File: config.mk
export PLATFORM = sky130hd
export DESIGN_NAME = cpuTop
export DESIGN_NICKNAME = d
export VERILOG_FILES = /design/src/design/cpuIsaPkg.sv /design/src/design/cpuPipePkg.sv /design/src/design/fetchUnit.sv /design/src/design/registerFile.sv /design/src/design/decodeStage.sv /design/src/design/executeStage.sv /design/src/design/cpuTop.sv
export VERILOG_INCLUDE_DIRS = /design/src /design/src/design
export SDC_FILE = /design/constraint.sdc
export NUM_CORES = 1
export LEC_CHECK = 0
export BUFFER_PORTS_ARGS = -buffer_cell sky130_fd_sc_hd__buf_2
export CAP_MARGIN = 10
export CORE_MARGIN = 2
export CORE_UTILIZATION = 55
export DETAILED_ROUTE_END_ITERATION = 6
export GPL_ROUTABILITY_DRIVEN = 0
export PLACE_DENSITY_LB_ADDON = 0.05
export SLEW_MARGIN = 10
export SYNTH_ARGS = -nofsm -noshare
export SYNTH_HDL_FRONTEND = slang
export SYNTH_HIERARCHICAL = 1
export SYNTH_SLANG_ARGS = --single-unit
File: constraint.sdc
create_clock -name clk -period 2.9 [get_ports clk]
set_clock_uncertainty 0.15 [all_clocks]
set_input_delay 0.58 -clock clk [delete_from_list [all_inputs] [get_ports clk]]
set_output_delay 0.58 -clock clk [all_outputs]
set_load 0.01 [all_outputs]
File: src/design/cpu_settings.svh
`ifndef CPU_SETTINGS_SVH
`define CPU_SETTINGS_SVH

`define CPU_DATA_WIDTH 16
`define CPU_REG_COUNT 16
`define CPU_REG_ADDR_WIDTH 4
`define CPU_RESET_PC 16'h0000

// Instruction fields
`define CPU_FIELD_WIDTH 4
`define CPU_IMM_WIDTH 8
`define CPU_UPPER_SHIFT 8

`endif

File: src/design/cpuIsaPkg.sv
`default_nettype none
`include "cpu_settings.svh"

package cpuIsaPkg;

    typedef enum logic [`CPU_FIELD_WIDTH-1:0] {
        majorAlu        = 4'd0,
        majorAddImm     = 4'd1,
        majorLoadUpper  = 4'd2,
        majorBranchZero = 4'd3,
        majorJumpLink   = 4'd4
    } majorOp;

    // Minor values 8 to 15 behave as pass-B
    typedef enum logic [`CPU_FIELD_WIDTH-1:0] {
        aluAdd   = 4'd0,
        aluSub   = 4'd1,
        aluAnd   = 4'd2,
        aluOr    = 4'd3,
        aluXor   = 4'd4,
        aluShl   = 4'd5,
        aluShr   = 4'd6,
        aluPassB = 4'd7
    } aluOp;

    typedef union packed {
        struct packed {
            majorOp                       major;
            logic [`CPU_FIELD_WIDTH-1:0]  regA;
            logic [`CPU_FIELD_WIDTH-1:0]  regB;
            aluOp                         minor;
        } regForm;
        struct packed {
            majorOp                       major;
            logic [`CPU_FIELD_WIDTH-1:0]  regA;
            logic [`CPU_IMM_WIDTH-1:0]    imm8;
        } immForm;
    } instrWord;

endpackage

`default_nettype wire

File: src/design/cpuPipePkg.sv
`default_nettype none
`include "cpu_settings.svh"

package cpuPipePkg;

    typedef struct packed {
        logic                          valid;
        logic [`CPU_DATA_WIDTH-1:0]    pc;
        logic [`CPU_DATA_WIDTH-1:0]    instr;
    } fetchBundle;

    typedef struct packed {
        logic                          valid;
        cpuIsaPkg::aluOp               aluOp;
        logic                          isBranch;
        logic                          isLink;
        logic                          writeEn;
        logic [`CPU_REG_ADDR_WIDTH-1:0] writeAddr;
        logic [`CPU_DATA_WIDTH-1:0]    pc;
        logic [`CPU_DATA_WIDTH-1:0]    operandA;
        logic [`CPU_DATA_WIDTH-1:0]    operandB;
        logic [`CPU_DATA_WIDTH-1:0]    branchOffset;
    } issueBundle;

    typedef struct packed {
        logic                          en;
        logic [`CPU_REG_ADDR_WIDTH-1:0] addr;
        logic [`CPU_DATA_WIDTH-1:0]    data;
    } regWrite;

    typedef struct packed {
        logic                          valid;
        logic [`CPU_DATA_WIDTH-1:0]    target;
    } redirect;

    // Read-only Wishbone classic bus
    typedef struct packed {
        logic                          cyc;
        logic                          stb;
        logic [`CPU_DATA_WIDTH-1:0]    adr;
    } wbReq;

    typedef struct packed {
        logic                          ack;
        logic [`CPU_DATA_WIDTH-1:0]    dat;
    } wbRsp;

endpackage

`default_nettype wire

File: src/design/fetchUnit.sv
`timescale 1ns/1ps
`default_nettype none
`include "cpu_settings.svh"

module fetchUnit (
    input  wire                         clk,
    input  wire                         arstN,
    output cpuPipePkg::wbReq            bus,
    input  wire cpuPipePkg::wbRsp       busRsp,
    input  wire                         fetchHold,
    input  wire cpuPipePkg::redirect    redirect,
    output cpuPipePkg::fetchBundle      fetched
);
    typedef enum logic [1:0] {
        stIdle,
        stBus,
        stDeliver
    } fetchState;

    fetchState state;
    logic [`CPU_DATA_WIDTH-1:0] pc;
    logic [`CPU_DATA_WIDTH-1:0] fetchAddr;
    logic [`CPU_DATA_WIDTH-1:0] busAdr;
    logic [`CPU_DATA_WIDTH-1:0] fetchPc;
    logic [`CPU_DATA_WIDTH-1:0] fetchInstr;
    logic startFetch;
    logic busDone;

    // A pending redirect replaces the PC for this fetch
    assign fetchAddr = redirect.valid ? redirect.target : pc;
    // Bus is free again while the last word is delivered
    assign startFetch = (state == stIdle || state == stDeliver) && !fetchHold;
    assign busDone = (state == stBus) && busRsp.ack;

    always_ff @(posedge clk or negedge arstN) begin
        if (!arstN) begin
            state <= stIdle;
        end else begin
            case (state)
                stIdle: begin
                    if (startFetch) begin
                        state <= stBus;
                    end
                end
                stBus: begin
                    if (busRsp.ack) begin
                        state <= stDeliver;
                    end
                end
                stDeliver: begin
                    state <= startFetch ? stBus : stIdle;
                end
                default: state <= stIdle;
            endcase
        end
    end

    always_ff @(posedge clk or negedge arstN) begin
        if (!arstN) begin
            pc <= `CPU_RESET_PC;
        end else if (redirect.valid) begin
            pc <= redirect.target;
        end else if (busDone) begin
            pc <= pc + 1'b1;
        end
    end

    // Address held stable for the whole bus cycle
    always_ff @(posedge clk) begin
        if (startFetch) begin
            busAdr <= fetchAddr;
        end
        if (busDone) begin
            fetchPc <= busAdr;
            fetchInstr <= busRsp.dat;
        end
    end

    assign bus = '{cyc: state == stBus, stb: state == stBus, adr: busAdr};
    assign fetched = '{valid: state == stDeliver, pc: fetchPc, instr: fetchInstr};

endmodule

`default_nettype wire

File: src/design/registerFile.sv
`timescale 1ns/1ps
`default_nettype none
`include "cpu_settings.svh"

module registerFile (
    input  wire                             clk,
    input  wire                             arstN,
    input  wire [`CPU_REG_ADDR_WIDTH-1:0]   readAddrA,
    input  wire [`CPU_REG_ADDR_WIDTH-1:0]   readAddrB,
    output logic [`CPU_DATA_WIDTH-1:0]      readDataA,
    output logic [`CPU_DATA_WIDTH-1:0]      readDataB,
    input  wire cpuPipePkg::regWrite        writePort
);
    logic [`CPU_DATA_WIDTH-1:0] regs [`CPU_REG_COUNT];

    always_ff @(posedge clk or negedge arstN) begin
        if (!arstN) begin
            regs <= '{default: '0};
        end else if (writePort.en) begin
            regs[writePort.addr] <= writePort.data;
        end
    end

    // Reads see the old value during a write
    assign readDataA = regs[readAddrA];
    assign readDataB = regs[readAddrB];

endmodule

`default_nettype wire

File: src/design/decodeStage.sv
`timescale 1ns/1ps
`default_nettype none
`include "cpu_settings.svh"

module decodeStage (
    input  wire                         clk,
    input  wire                         arstN,
    input  wire cpuPipePkg::fetchBundle fetched,
    input  wire cpuPipePkg::regWrite    result,
    output logic                        fetchHold,
    output cpuPipePkg::issueBundle      issued
);
    cpuIsaPkg::instrWord instr;
    cpuIsaPkg::aluOp minorOp;
    cpuPipePkg::issueBundle issueNext;
    logic [`CPU_DATA_WIDTH-1:0] regDataA;
    logic [`CPU_DATA_WIDTH-1:0] regDataB;
    logic [`CPU_DATA_WIDTH-1:0] operandA;
    logic [`CPU_DATA_WIDTH-1:0] regB;
    logic [`CPU_DATA_WIDTH-1:0] signImm;
    logic [`CPU_DATA_WIDTH-1:0] upperImm;

    assign instr = fetched.instr;

    registerFile regFileInst (
        .clk       (clk),
        .arstN     (arstN),
        .readAddrA (instr.regForm.regA),
        .readAddrB (instr.regForm.regB),
        .readDataA (regDataA),
        .readDataB (regDataB),
        .writePort (result)
    );

    // Bypass the result being written this cycle
    assign operandA = (result.en && result.addr == instr.regForm.regA) ? result.data : regDataA;
    assign regB = (result.en && result.addr == instr.regForm.regB) ? result.data : regDataB;

    assign signImm = {{(`CPU_DATA_WIDTH-`CPU_IMM_WIDTH){instr.immForm.imm8[`CPU_IMM_WIDTH-1]}},
                      instr.immForm.imm8};
    assign upperImm = {{(`CPU_DATA_WIDTH-`CPU_IMM_WIDTH){1'b0}}, instr.immForm.imm8}
                      << `CPU_UPPER_SHIFT;

    // Upper minor codes fold into pass-B
    assign minorOp = instr.regForm.minor[3] ? cpuIsaPkg::aluPassB : instr.regForm.minor;

    always_comb begin
        issueNext = '0;
        issueNext.valid = fetched.valid;
        issueNext.aluOp = cpuIsaPkg::aluPassB;
        issueNext.writeAddr = instr.regForm.regA;
        issueNext.pc = fetched.pc;
        issueNext.operandA = operandA;
        issueNext.operandB = regB;
        issueNext.branchOffset = signImm;
        case (instr.regForm.major)
            cpuIsaPkg::majorAlu: begin
                issueNext.aluOp = minorOp;
                issueNext.writeEn = 1'b1;
            end
            cpuIsaPkg::majorAddImm: begin
                issueNext.aluOp = cpuIsaPkg::aluAdd;
                issueNext.operandB = signImm;
                issueNext.writeEn = 1'b1;
            end
            cpuIsaPkg::majorLoadUpper: begin
                issueNext.operandB = upperImm;
                issueNext.writeEn = 1'b1;
            end
            cpuIsaPkg::majorBranchZero: issueNext.isBranch = 1'b1;
            cpuIsaPkg::majorJumpLink: begin
                issueNext.isLink = 1'b1;
                issueNext.writeEn = 1'b1;
            end
            default: issueNext.writeEn = 1'b0;
        endcase
    end

    // No fetch until control flow is resolved in execute
    assign fetchHold = (fetched.valid && (issueNext.isBranch || issueNext.isLink))
                    || (issued.valid && (issued.isBranch || issued.isLink));

    always_ff @(posedge clk or negedge arstN) begin
        if (!arstN) begin
            issued <= '0;
        end else begin
            issued <= issueNext;
        end
    end

endmodule

`default_nettype wire

File: src/design/executeStage.sv
`timescale 1ns/1ps
`default_nettype none
`include "cpu_settings.svh"

module executeStage (
    input  wire                         clk,
    input  wire                         arstN,
    input  wire cpuPipePkg::issueBundle issued,
    output cpuPipePkg::regWrite         result,
    output cpuPipePkg::redirect         redirect
);
    logic [`CPU_DATA_WIDTH-1:0] aluResult;
    logic [`CPU_DATA_WIDTH-1:0] linkValue;
    logic [`CPU_DATA_WIDTH-1:0] target;
    logic branchTaken;

    always_comb begin
        case (issued.aluOp)
            cpuIsaPkg::aluAdd: aluResult = issued.operandA + issued.operandB;
            cpuIsaPkg::aluSub: aluResult = issued.operandA - issued.operandB;
            cpuIsaPkg::aluAnd: aluResult = issued.operandA & issued.operandB;
            cpuIsaPkg::aluOr:  aluResult = issued.operandA | issued.operandB;
            cpuIsaPkg::aluXor: aluResult = issued.operandA ^ issued.operandB;
            cpuIsaPkg::aluShl: aluResult = issued.operandA << 1;
            cpuIsaPkg::aluShr: aluResult = issued.operandA >> 1;
            default:           aluResult = issued.operandB;
        endcase
    end

    assign linkValue = issued.pc + 1'b1;
    assign branchTaken = issued.isBranch && (issued.operandA == '0);

    // Link jumps to register B, branches are PC relative
    assign target = issued.isLink ? issued.operandB : issued.pc + issued.branchOffset;

    always_ff @(posedge clk or negedge arstN) begin
        if (!arstN) begin
            result <= '0;
            redirect <= '0;
        end else begin
            result.en <= issued.valid && issued.writeEn;
            result.addr <= issued.writeAddr;
            result.data <= issued.isLink ? linkValue : aluResult;
            redirect.valid <= issued.valid && (branchTaken || issued.isLink);
            redirect.target <= target;
        end
    end

endmodule

`default_nettype wire

File: src/design/cpuTop.sv
`timescale 1ns/1ps
`default_nettype none

module cpuTop (
    input  wire                         clk,
    input  wire                         arstN,
    output cpuPipePkg::wbReq            bus,
    input  wire cpuPipePkg::wbRsp       busRsp,
    output cpuPipePkg::regWrite         regWriteOut
);
    cpuPipePkg::fetchBundle fetched;
    cpuPipePkg::issueBundle issued;
    cpuPipePkg::regWrite result;
    cpuPipePkg::redirect redirect;
    logic fetchHold;

    fetchUnit fetchInst (
        .clk       (clk),
        .arstN     (arstN),
        .bus       (bus),
        .busRsp    (busRsp),
        .fetchHold (fetchHold),
        .redirect  (redirect),
        .fetched   (fetched)
    );

    decodeStage decodeInst (
        .clk       (clk),
        .arstN     (arstN),
        .fetched   (fetched),
        .result    (result),
        .fetchHold (fetchHold),
        .issued    (issued)
    );

    executeStage executeInst (
        .clk       (clk),
        .arstN     (arstN),
        .issued    (issued),
        .result    (result),
        .redirect  (redirect)
    );

    assign regWriteOut = result;

endmodule

`default_nettype wire

# Word level (Yosys, flattened, before mapping)
# Cells that the tools add are included.
dict set report op_classes {
  n_addsub 5
  magnitude_cmp 4
  eq_ne 16
  mux 27
  bitwise_logic 6
  n_reduce_logical 23
}
# cell n
set ops {}
lappend ops {{$bwmux W256} 1}
lappend ops {{$mux W16} 12}
lappend ops {{$bmux W16 S4} 2}
lappend ops {{$pmux W16 S7} 1}
lappend ops {{$demux W16 S4} 1}
lappend ops {{$add A16 B1 Y16 const B} 2}
lappend ops {{$add A16 B16 Y16} 2}
lappend ops {{$pmux W16 S2} 1}
lappend ops {{$and A16 B16 Y16} 1}
lappend ops {{$eq A4 B2 Y1 const B} 4}
lappend ops {{$eq A4 B3 Y1 const B} 4}
lappend ops {{$logic_not A16 Y1} 1}
lappend ops {{$or A16 B16 Y16} 1}
lappend ops {{$sub A16 B16 Y16} 1}
lappend ops {{$xor A16 B16 Y16} 1}
lappend ops {{$ge A5 B5 Y1 const B} 3}
lappend ops {{$not A4 Y5} 3}
lappend ops {{$logic_and A1 B1 Y1} 10}
lappend ops {{$eq A4 B1 Y1 const B} 2}
lappend ops {{$eq A4 B4 Y1} 2}
lappend ops {{$logic_not A4 Y1} 2}
lappend ops {{$pmux W4 S2} 1}
lappend ops {{$pmux W2 S3} 1}
lappend ops {{$logic_or A1 B1 Y1} 5}
lappend ops {{12 further kinds} 17}
dict set report totals {
  register_bits 428
  in_bits 19
  elab_cells 117
}

# Logic depth before layout (Yosys ltp)
# Gate-level depths: netlist of run 1.
dict set report logic_depth {
  depth_word 9
  ltp_mapped 16
  ltp_nobuf 14
}

# Modules after synthesis
# Netlist of run 1, hierarchy kept.
# module n_inst cells_each area_per_inst_um2
set by_module_without_submodules {}
lappend by_module_without_submodules {registerFile 1 852 13380.3}
lappend by_module_without_submodules {executeStage 1 598 4664.5}
lappend by_module_without_submodules {fetchUnit 1 191 2625.0}
lappend by_module_without_submodules {decodeStage 1 205 2622.5}

# Worst setup path before layout of run 1
# OpenSTA, ideal clock, no wires.
dict set report synth_timing {
  path_type {reg2reg}
  startpoint {register, netlist name decodeInst/issued[72]}
  endpoint {register, netlist name executeInst/result[12]}
  t_arrival_ns 2.841
  required_time_ns 2.614
  slack_ns -0.228
  path_stages_with_launch 16
  n_path_buf 2
  synth_period_minus_slack_ns 3.128
  path_cell_list {dfrtp_1 -> buf_2 -> inv_1 -> buf_2 -> nand2_1 -> nor2_1 -> nor2_1 -> xnor2_1 -> ha_1 -> o21ai_0 -> a21oi_2 -> o31ai_2 -> a211oi_1 -> or3_1 -> a31oi_1 -> a21oi_1}
}
dict set report synth_via {
  elab_chain_len 3
  elab_cells_between_ends 9
  cone_classes {eq/ne (6); mux (2); reduce/logical (1)}
}
# item line
set synth_lines {}
lappend synth_lines {{$eq A4 B3 Y1, or another cell as far along} executeStage.sv:18} ;# case (issued.aluOp)
lappend synth_lines {{$pmux W16 S7 (*)} executeStage.sv:18}
lappend synth_lines {{$mux W16 (*)} executeStage.sv:43} ;# result.data <= issued.isLink ? linkValue : aluResult;
# Mark *: on every way between the ends. The rest lies on a longest branch, timed or not.
# A chain may end at the register's enable or synchronous reset.

# Worst setup path in the final report of run 1
dict set report layout_timing {
  startpoint {register, netlist name decodeInst/issued[19]}
  endpoint {register, netlist name executeInst/result[15]}
}
dict set report layout_via {
  elab_chain_len 3
  elab_cells_between_ends 4
  cone_classes {add/sub (2); mux (2)}
}
# item line
set layout_lines {}
lappend layout_lines {{$sub A16 B16 Y16 or $add A16 B16 Y16 (tied branches)} {executeStage.sv:20, executeStage.sv:19}}
lappend layout_lines {{$pmux W16 S7 (*)} executeStage.sv:18}
lappend layout_lines {{$mux W16 (*)} executeStage.sv:43}
# Marked as above.

==> run_results.csv, run 1 <==
group,metric,value,unit
synthesis,synth_edf_count,48,
floorplanning,die_area,44000,sq um
global_routing,grt_first_pass_wirelength,103000,um
run_status,failed_checks,"setup timing",
final_layout,fin_util,0.643,
placed_design,numPortBuffers,57,
floorplanning,ios,58,
final_layout,final_common_cell,"dfrtp_1",
detailed_routing,vias,16400,
clock_tree,clock_path_buffers,3,
worst_setup_path,critPathMaxStageDelay,420,ps
pwr,leakagePower,12.1,nW
synthesis,ys_warn_count,6,
floorplanning,fp.dieW,210,um
worst_setup_path,rr_worst_depth,12,
synthesis,synth_area_per_cell,12.6,sq um
clock_tree,cts_max_level,2,
detailed_routing,viasPerCell,6.41,
synthesis,ys_ff_latch,427,
global_routing,grt_usage,0.315,
final_layout,n_antenna_cell,0,
global_routing,grt_pass1_vias,16800,
worst_setup_path,crit_buf_inv,0,
clock_tree,cts.clk_slew.worst_paths,60,ps
detailed_routing,postRouteAntennaNets,0,
worst_hold_path,holdPathEnd,"fetchInst/fetchInstr[9]",
pwr,internal-power,13.3,mW
timing,max-slew-margin-rel,0.189,
worst_setup_path,r2r_start,"decodeInst/issued[19]",
detailed_routing,firstDrtPassIters,7,
worst_setup_path,path_delay_family,"compound AO/OA/AOI/OAI gates",
worst_setup_path,crit_slowest_cell,"dfrtp_2",
worst_setup_path,cp-start-kind,"flop",
detailed_routing,drt_iter0_markers,1262,
clock_tree,numCtsBuffers,47,
synthesis,ys_seq_area_frac,0.469,
worst_setup_path,reg2reg_slack,-140,ps
synthesis,ys_async_sr_fraction,0.888,
timing,slew_violations,0,
synthesis,synth_flop_cell,"dfrtp_1",
timing,period_share,1.05,
timing,hold_viol,0,
pwr,pwr-share-clk,0.296,
floorplanning,start_util,0.557,
detailed_routing,routedWlPerCell,26.5,um
final_layout,drive_gt1_frac,0.365,
final_layout,fillCellCount,3214,
clock_tree,cts_tree,"yes",
pwr,swShare,0.342,
synthesis,synthCells,1846,
final_layout,multi_input_area,11800,sq um
detailed_routing,drc,0,
pwr,power_density,750,nW/um^2
timing,worst_pin_slew,1220,ps
pwr,pwr-share-comb,0.305,
timing,tns,-485,ps
timing,fin_ws,-145,ps
pwr,pwr-share-seq,0.399,
floorplanning,rows,75,
pwr,switchingPower,6.92,mW
timing,fin_crit,3040,ps
pwr,ir_worst_vdd,534,uV
worst_setup_path,cp_cell_sequence,"nor4_4, nand2_1, o31ai_4, xnor2_1, ha_1, a21oi_2, o21a_1, o21ai_2, a21o_1, a221oi_2, xnor2_1, o221ai_1",
timing,fmax,0.328,GHz
timing,final-setup-viol-count,6,
run,maxCapViolCount,0,
placed_design,place_ws,-208,ps
worst_hold_path,hold_depth,1,
placed_design,dp_hpwl,45800,um
synthesis,ys_types,86,
floorplanning,die_y,210,um
detailed_routing,wirelength,67600,um
timing,hold_ws,20.4,ps
clock_tree,clkLatencyLatePin,590,ps
clock_tree,clock-sinks,427,
worst_setup_path,end_kind,"flop",
final_layout,final_cell_mix,"376 x dfrtp_1, 247 x mux2_2, 143 x nand2_1",
global_routing,grt_max_degree,68,
final_layout,area_delta_synth_final,15.6,%
worst_hold_path,hp-class,"in -> reg",
timing,grt_setup_unrepaired,"yes",
final_layout,stdcell_area,26900,sq um
worst_setup_path,worstReg2RegEnd,"executeInst/result[15]",
worst_setup_path,cp.arrival,3330,ps
floorplanning,core,41900,sq um
worst_setup_path,critPathKind,"reg -> reg",
worst_setup_path,critPathMostFrequentCell,"xnor2_1",
synthesis,syn-cell-area,23300,sq um
global_routing,antenna_found_initial,1,
run_status,status,"finished with violations",
worst_setup_path,cp_max_fo,5,
final_layout,regArea,10900,sq um
clock_tree,clockRootBuffer,"clkbuf_16",
worst_setup_path,cp.required,3180,ps
final_layout,final_nets,2064,
synthesis,synth_nets,1932,
placed_design,placed_area,24900,sq um
worst_hold_path,hp-start,"busRsp[9]",
global_routing,gr-total-overflow,0,
[how the worst max path moves through the flow]
| stage | to | slack (ps) | depth (start not counted) | startpoint |
|---|---|---|---|---|
| floorplan | executeInst/result[15] | 9 | 12 | decodeInst/issued[19] |
| global placement | executeInst/result[14] | -130 | 11 | decodeInst/issued[73] |
| detailed placement | executeInst/result[14] | -210 | 11 | decodeInst/issued[73] |
| CTS | executeInst/result[15] | -60 | 12 | decodeInst/issued[22] |
| global route | executeInst/result[15] | -340 | 12 | decodeInst/issued[19] |
| finish | executeInst/result[15] | -140 | 12 | decodeInst/issued[19] |
[worst register-to-register path, stage by stage (launching register included)]
cell      delay (ps)
dfrtp_2          420
nor4_4           340
nand2_1          150
o31ai_4          230
xnor2_1          110
ha_1             390
a21oi_2          160
o21a_1           180
o21ai_2           70
a21o_1           170
a221oi_2         270
xnor2_1          150
o221ai_1         110
[synth_stat cells (6+ instances only)]
master      n  area (sq um)
o22ai_1     6          37.5
nand3_1    20           100
buf_2      39           195
xor2_1     27           236
a22oi_1    75           563
buf_4      10          75.1
nor2_1     59           221
o211ai_1   10          75.1
clkbuf_1   64           240
nand2b_1    7          43.8
nor3_1     23           115
o21a_1      6          45.0
nor4_1      9          56.3
o31ai_1     7          52.6
a211oi_1    7          52.6
mux2i_1     7          70.1
o21ai_0    83           415
a31oi_1    13          81.3
ha_1       65           813
nor2b_1    15          93.8
buf_1       7          26.3
dfrtp_1   379          9480
mux2_2    247          2780
o221ai_1   10          87.6
a21o_1      7          52.6
mux4_2    128          2880
a221oi_1    6          52.6
xnor2_1    45           394
nand4_1    26           163
edfxtp_1   48          1440
nor3_2      7          70.1
inv_1      65           244
nand2_1   147           552
o21ai_1     7          35.0
mux2_4     10           150
a21oi_1    47           235
mux2_1     21           236
[layer usage]
metal	track usage	wire [um]
met1	0.404	26900
met2	0.524	33200
met3	0.0482	3970
met4	0.158	3500
met5	0	0
[final cells by class]
class | instances | share of cell area
clock buffer | 71 | 0.0521
clock inverter | 14 | 0.00548
inverter | 66 | 0.00920
multi-input combinational | 1222 | 0.438
sequential | 427 | 0.406
tap | 539 | 0.0250
timing repair buffer | 214 | 0.0643
[logic make-up (layout without fill, tap and decap cells)]
logic type	Yosys count	count (layout)	share of synthesized area
DFF	427	427	0.469
muxes	413	413	0.263
and+or+nand+nor	357	357	0.0781
AOI/OAI and AO/OA	311	311	0.0875
buffers and inverters	197	365	0.0383
xor gates and xnor gates	72	72	0.0271
adders and majority gates	68	68	0.0371
other	1	1	0.000161
[stage by stage]
stage                     power (mW)  instances
after global routing            21.2       2553
final                           20.2       2553
after detailed placement        13.7       2447
after CTS                       19.9       2544
after floorplan                 11.4       1846
after global placement          13.6       2447
[flip-flops by register name (all words and copies together), names as in the netlist]
register	count
decodeInst/regFileInst/regs	256
executeInst/redirect	17
fetchInst/fetchPc	16
fetchInst/state	2
fetchInst/busAdr	16
fetchInst/fetchInstr	16
fetchInst/pc	16
decodeInst/issued	67
executeInst/result	21
[power groups by stage]
stage / Clock (mW) / Combinational [mW] / Sequential, mW
after floorplan: 0 / 3.69 / 7.71
after global placement: 0 / 5.50 / 8.09
after detailed placement: 0 / 5.56 / 8.13
after CTS: 6.09 / 5.76 / 8.03
after global routing: 6.33 / 6.70 / 8.15
final: 5.99 / 6.15 / 8.05
[what timing repair did]
| action | 4_1_cts | 5_1_grt |
|---|---|---|
| hold buffers | 7 | 0 |
| hold endpoints to repair | 58 | 0 |
| gates cloned | 0 | 0 |
| pin swaps | 13 | 23 |
| gates resized for setup | 18 | 38 |
| setup buffers | 5 | 9 |
| endpoints found under the setup margin | 9 | 10 |
Power figures use the tool's default switching activity.
==> run 2, diff against run 1 <==
--- a/config.mk
+++ b/config.mk
@@ -8,11 +8,13 @@
 export LEC_CHECK = 0
 export BUFFER_PORTS_ARGS = -buffer_cell sky130_fd_sc_hd__buf_2
 export CAP_MARGIN = 10
-export CORE_MARGIN = 2
+export CORE_MARGIN = 3
 export CORE_UTILIZATION = 55
+export CTS_CLUSTER_DIAMETER = 40
 export DETAILED_ROUTE_END_ITERATION = 6
 export GPL_ROUTABILITY_DRIVEN = 0
 export PLACE_DENSITY_LB_ADDON = 0.05
+export SETUP_SLACK_MARGIN = 0.02
 export SLEW_MARGIN = 10
 export SYNTH_ARGS = -nofsm -noshare
 export SYNTH_HDL_FRONTEND = slang
==> run_results.csv, run 2 (synthesis gave the netlist of run 1 again) <==
group,metric,value,unit
worst_setup_path,reg2reg_slack,-210,ps
floorplanning,fp.dieW,212,um
detailed_routing,wirelength,67500,um
worst_setup_path,startpoint,"decodeInst/issued[19]",
detailed_routing,vias,16800,
clock_tree,clockRootBuffer,"clkbuf_16",
detailed_routing,postRouteAntennaNets,0,
detailed_routing,drt_iter0_markers,1342,
floorplanning,die_y,212,um
timing,final-setup-viol-count,6,
worst_setup_path,worstReg2RegEnd,"executeInst/result[15]",
timing,fmax,0.321,GHz
global_routing,grt_usage,0.307,
worst_hold_path,hp-start,"busRsp[7]",
global_routing,gr-total-overflow,0,
timing,fin_crit,3110,ps
pwr,power_density,798,nW/um^2
placed_design,place_ws,-206,ps
run,maxCapViolCount,0,
worst_hold_path,hp-class,"in -> reg",
clock_tree,clock-sinks,427,
floorplanning,core,41300,sq um
final_layout,largest_register,"decodeInst/regFileInst/regs",
worst_setup_path,cp_max_fo,5,
floorplanning,die_area,44900,sq um
worst_setup_path,rr_worst_depth,12,
clock_tree,numCtsBuffers,66,
final_layout,reg_top3,"decodeInst/regFileInst/regs (256), decodeInst/issued (67), executeInst/result (21)",
pwr,power.total,22.1,mW
final_layout,final_cell_mix,"375 x dfrtp_1, 247 x mux2_2, 142 x nand2_1",
detailed_routing,routedWlPerCell,26.1,um
run_status,status,"finished with violations",
detailed_routing,viasPerCell,6.49,
clock_tree,clkLatencyLatePin,600,ps
timing,worst_pin_slew,1110,ps
timing,hold_ws,24.5,ps
timing,grt_setup_unrepaired,"yes",
global_routing,antenna_found_initial,1,
timing,period_share,1.07,
worst_setup_path,cp.arrival,3390,ps
floorplanning,start_util,0.564,
placed_design,dp_hpwl,45200,um
final_layout,drive_gt1_frac,0.378,
pwr,leakagePower,12.5,nW
global_routing,grt_max_degree,77,
worst_setup_path,r2r_start,"decodeInst/issued[19]",
detailed_routing,firstDrtPassIters,5,
timing,max-slew-margin-rel,0.261,
floorplanning,rows,74,
worst_hold_path,hold_depth,1,
final_layout,area_delta_synth_final,18.9,%
timing,fin_ws,-214,ps
global_routing,grt_first_pass_wirelength,104000,um
clock_tree,cts.clk_slew.worst_paths,50,ps
timing,tns,-553,ps
clock_tree,cts_tree,"yes",
run_status,failed_checks,"setup timing",
placed_design,numPortBuffers,57,
worst_hold_path,holdPathEnd,"fetchInst/fetchInstr[7]",
final_layout,n_antenna_cell,0,
worst_setup_path,critPathKind,"reg -> reg",
worst_setup_path,cp.required,3170,ps
final_layout,final_common_cell,"dfrtp_1",
final_layout,final_nets,2087,
timing,hold_viol,0,
timing,slew_violations,0,
final_layout,largest_reg_flops,256,
worst_setup_path,end_kind,"flop",
floorplanning,ios,58,
global_routing,grt_pass1_vias,17400,
clock_tree,clock_path_buffers,3,
clock_tree,cts_max_level,3,
detailed_routing,drc,0,
worst_setup_path,cp-start-kind,"flop",
pwr,ir_worst_vdd,458,uV
-- run 2: worst max-delay path by stage --
stage	end	slack [ps]	cells after the start
6_report	executeInst/result[15]	-210	12
5_1_grt	executeInst/result[15]	-350	12
4_1_cts	executeInst/result[15]	-130	12
3_5_place_dp	executeInst/result[15]	-210	12
3_3_place_gp	executeInst/result[15]	-120	12
2_1_floorplan	executeInst/result[15]	9	12
-- run 2: what timing repair did --
action	4_1_cts	5_1_grt
hold buffers	11	1
endpoints found under the hold margin	69	1
resized for setup	21	35
pin swaps	15	19
endpoints found under the setup margin	9	10
setup buffers	9	10
-- run 2: layer usage --
layer  share of wire  global-route usage  vias to the layer above
met1            0.41               0.420                     8683
met2            0.49               0.499                      652
met4           0.036               0.117                        2
met5         0.00015                   0                        -
li1                -                   -                     7250
met3           0.066              0.0493                      163
-- run 2: metrics by stage --
| step | std cells | utilization | area, sq um |
|---|---|---|---|
| after floorplan | 1846 | - | 23400 |
| after global placement | 2434 | 0.604 | 25000 |
| after detailed placement | 2434 | 0.604 | 25000 |
| after CTS | 2571 | 0.665 | 27500 |
| after global routing | 2582 | 0.670 | 27700 |
| final | 2582 | 0.670 | 27700 |
-- run 2: cell type report --
type | instances | area (sq um)
Fill cell | 3001 | 13600
Multi-Input combinational cell | 1222 | 11800
Sequential cell | 427 | 10900
Timing Repair Buffer | 218 | 1840
Clock buffer | 80 | 1790
Tap cell | 532 | 666
Clock inverter | 37 | 450
Inverter | 66 | 248
-- run 2: power breakdown --
part	switching, mW	total (mW)	internal (mW)
clock	2.94	7.93	4.99
sequential	1.01	8.02	7.00
combinational	3.38	6.15	2.77
-- run 2: worst max-delay path, cell delays in order (launching register included) --
cell	delay [ps]
dfrtp_2	420
nor4_4	370
nand2_1	150
o31ai_4	240
xnor2_1	160
ha_2	340
a21oi_2	130
o21a_1	190
o21ai_2	80
a21o_1	170
a221oi_2	270
xnor2_1	160
o221ai_1	130
==> run 3, diff against run 2 <==
--- a/config.mk
+++ b/config.mk
@@ -9,12 +9,12 @@
 export BUFFER_PORTS_ARGS = -buffer_cell sky130_fd_sc_hd__buf_2
 export CAP_MARGIN = 10
 export CORE_MARGIN = 3
-export CORE_UTILIZATION = 55
+export CORE_UTILIZATION = 57
 export CTS_CLUSTER_DIAMETER = 40
 export DETAILED_ROUTE_END_ITERATION = 6
 export GPL_ROUTABILITY_DRIVEN = 0
 export PLACE_DENSITY_LB_ADDON = 0.05
-export SETUP_SLACK_MARGIN = 0.02
+export SETUP_SLACK_MARGIN = 0.2
 export SLEW_MARGIN = 10
 export SYNTH_ARGS = -nofsm -noshare
 export SYNTH_HDL_FRONTEND = slang
==> run_results.csv, run 3 (synthesis gave the netlist of run 1 again) <==
group,metric,value,unit
floorplanning,core,40000,sq um
timing,slew_violations,0,
timing,max-slew-margin-rel,0.160,
clock_tree,clock_path_buffers,3,
final_layout,n_antenna_cell,0,
clock_tree,cts_max_level,2,
final_layout,final_cell_mix,"375 x dfrtp_1, 247 x mux2_2, 144 x nand2_1",
detailed_routing,viasPerCell,6.55,
worst_setup_path,critPathMaxStageDelay,420,ps
final_layout,area_delta_synth_final,17.4,%
detailed_routing,routedWlPerCell,26.3,um
worst_setup_path,crit_slowest_cell,"dfrtp_2",
floorplanning,die_y,208,um
final_layout,largest_register,"decodeInst/regFileInst/regs",
worst_setup_path,cp-start-kind,"flop",
global_routing,grt_pass1_vias,17200,
final_layout,final_nets,2072,
detailed_routing,wirelength,67400,um
worst_setup_path,cp.required,3210,ps
run,maxCapViolCount,0,
run_status,failed_checks,"setup timing",
placed_design,numPortBuffers,57,
clock_tree,clockRootBuffer,"clkbuf_16",
timing,fin_crit,3050,ps
detailed_routing,drt_iter0_markers,1407,
floorplanning,rows,73,
worst_setup_path,cp_max_fo,5,
global_routing,gr-total-overflow,0,
clock_tree,numCtsBuffers,60,
pwr,ir_worst_vdd,537,uV
global_routing,grt_max_degree,73,
global_routing,antenna_found_initial,0,
final_layout,largest_reg_flops,256,
detailed_routing,drc,0,
detailed_routing,vias,16700,
clock_tree,cts.clk_slew.worst_paths,60,ps
worst_setup_path,reg2reg_slack,-150,ps
final_layout,reg_top3,"decodeInst/regFileInst/regs (256), decodeInst/issued (67), executeInst/result (21)",
placed_design,dp_hpwl,44900,um
timing,fmax,0.328,GHz
floorplanning,fp.dieW,208,um
clock_tree,clock-sinks,427,
pwr,power_density,784,nW/um^2
global_routing,grt_first_pass_wirelength,103000,um
timing,hold_viol,0,
final_layout,final_common_cell,"dfrtp_1",
floorplanning,start_util,0.582,
floorplanning,ios,58,
timing,grt_setup_unrepaired,"yes",
pwr,power.total,21.4,mW
timing,worst_pin_slew,1260,ps
floorplanning,die_area,43300,sq um
run_status,status,"finished with violations",
worst_setup_path,crit_buf_inv,0,
worst_setup_path,cp_cell_sequence,"nor4_4, nand2_1, o31ai_4, xnor2_1, ha_1, a21oi_1, o21a_1, o21ai_2, a21o_1, a221oi_2, xnor2_1, o221ai_1",
detailed_routing,postRouteAntennaNets,0,
worst_setup_path,critPathMostFrequentCell,"xnor2_1",
clock_tree,clkLatencyLatePin,610,ps
worst_setup_path,path_delay_family,"compound AO/OA/AOI/OAI gates",
final_layout,drive_gt1_frac,0.374,
worst_setup_path,cp.arrival,3360,ps
timing,period_share,1.05,
global_routing,grt_usage,0.311,
worst_setup_path,critPathKind,"reg -> reg",
placed_design,place_ws,-161,ps
pwr,leakagePower,12.3,nW
timing,final-setup-viol-count,3,
clock_tree,cts_tree,"yes",
worst_setup_path,end_kind,"flop",
worst_hold_path,hp-class,"in -> reg",
timing,fin_ws,-146,ps
detailed_routing,firstDrtPassIters,5,
-- run 3: final cells by class --
| type | count | area [sq um] |
|---|---|---|
| repair buffers | 209 | 1660 |
| well taps | 525 | 657 |
| multi-input cells | 1222 | 11800 |
| clock buffers | 71 | 1630 |
| fillers | 2860 | 12700 |
| inverters | 66 | 248 |
| flip-flops and latches | 427 | 10900 |
| clock inverters | 38 | 417 |
-- run 3: final timing paths --
check                           depth (start not counted)             startpoint                     end
worst max-delay path                                   12  decodeInst/issued[19]  executeInst/result[15]
worst min-delay path                                    3             busRsp[16]      fetchInst/state[0]
worst max register to register                         12  decodeInst/issued[19]  executeInst/result[15]
worst min register to register                          0  decodeInst/issued[66]  executeInst/result[18]
max in group asynchronous                               3                  arstN   decodeInst/issued[69]
min in group asynchronous                               2                  arstN   decodeInst/issued[62]
-- run 3: where the power goes --
part / total (mW) / internal (mW) / switching, mW / leakage (nW)
logic: 6.02 / 2.70 / 3.32 / 5.75
clock network: 7.38 / 4.57 / 2.81 / 1.01
registers: 8.04 / 7.00 / 1.05 / 5.54
-- run 3: layer usage --
layer  global-route usage  part of all wire  wire length, um
met1                0.414              0.40            27200
met3               0.0540             0.064             4340
met5                    0                 0                0
met4                0.142             0.047             3200
met2                0.504              0.48            32600
-- run 3: stage by stage --
step / hold WS (ps) / cells / utilization / area, sq um / TNS, ps
after floorplan: 134 / 1846 / - / 23400 / 0
after global placement: 182 / 2418 / 0.619 / 24800 / -211
final: 146 / 2558 / 0.684 / 27400 / -285
after detailed placement: 185 / 2418 / 0.619 / 24800 / -602
after CTS: 129 / 2549 / 0.679 / 27200 / -209
after global routing: 147 / 2558 / 0.684 / 27400 / -1130
-- run 3: tightest hold or removal path, stage by stage --
cell    delay (ps)
buf_2          130
inv_1           50
a21o_1          90
-- run 3: what timing repair did --
action                     in CTS  in global routing
setup buffers                   5                  9
pin swaps                      15                 25
resized for setup              38                 21
hold buffers                   17                  0
setup endpoints to repair      11                 15
hold endpoints to repair       54                  0
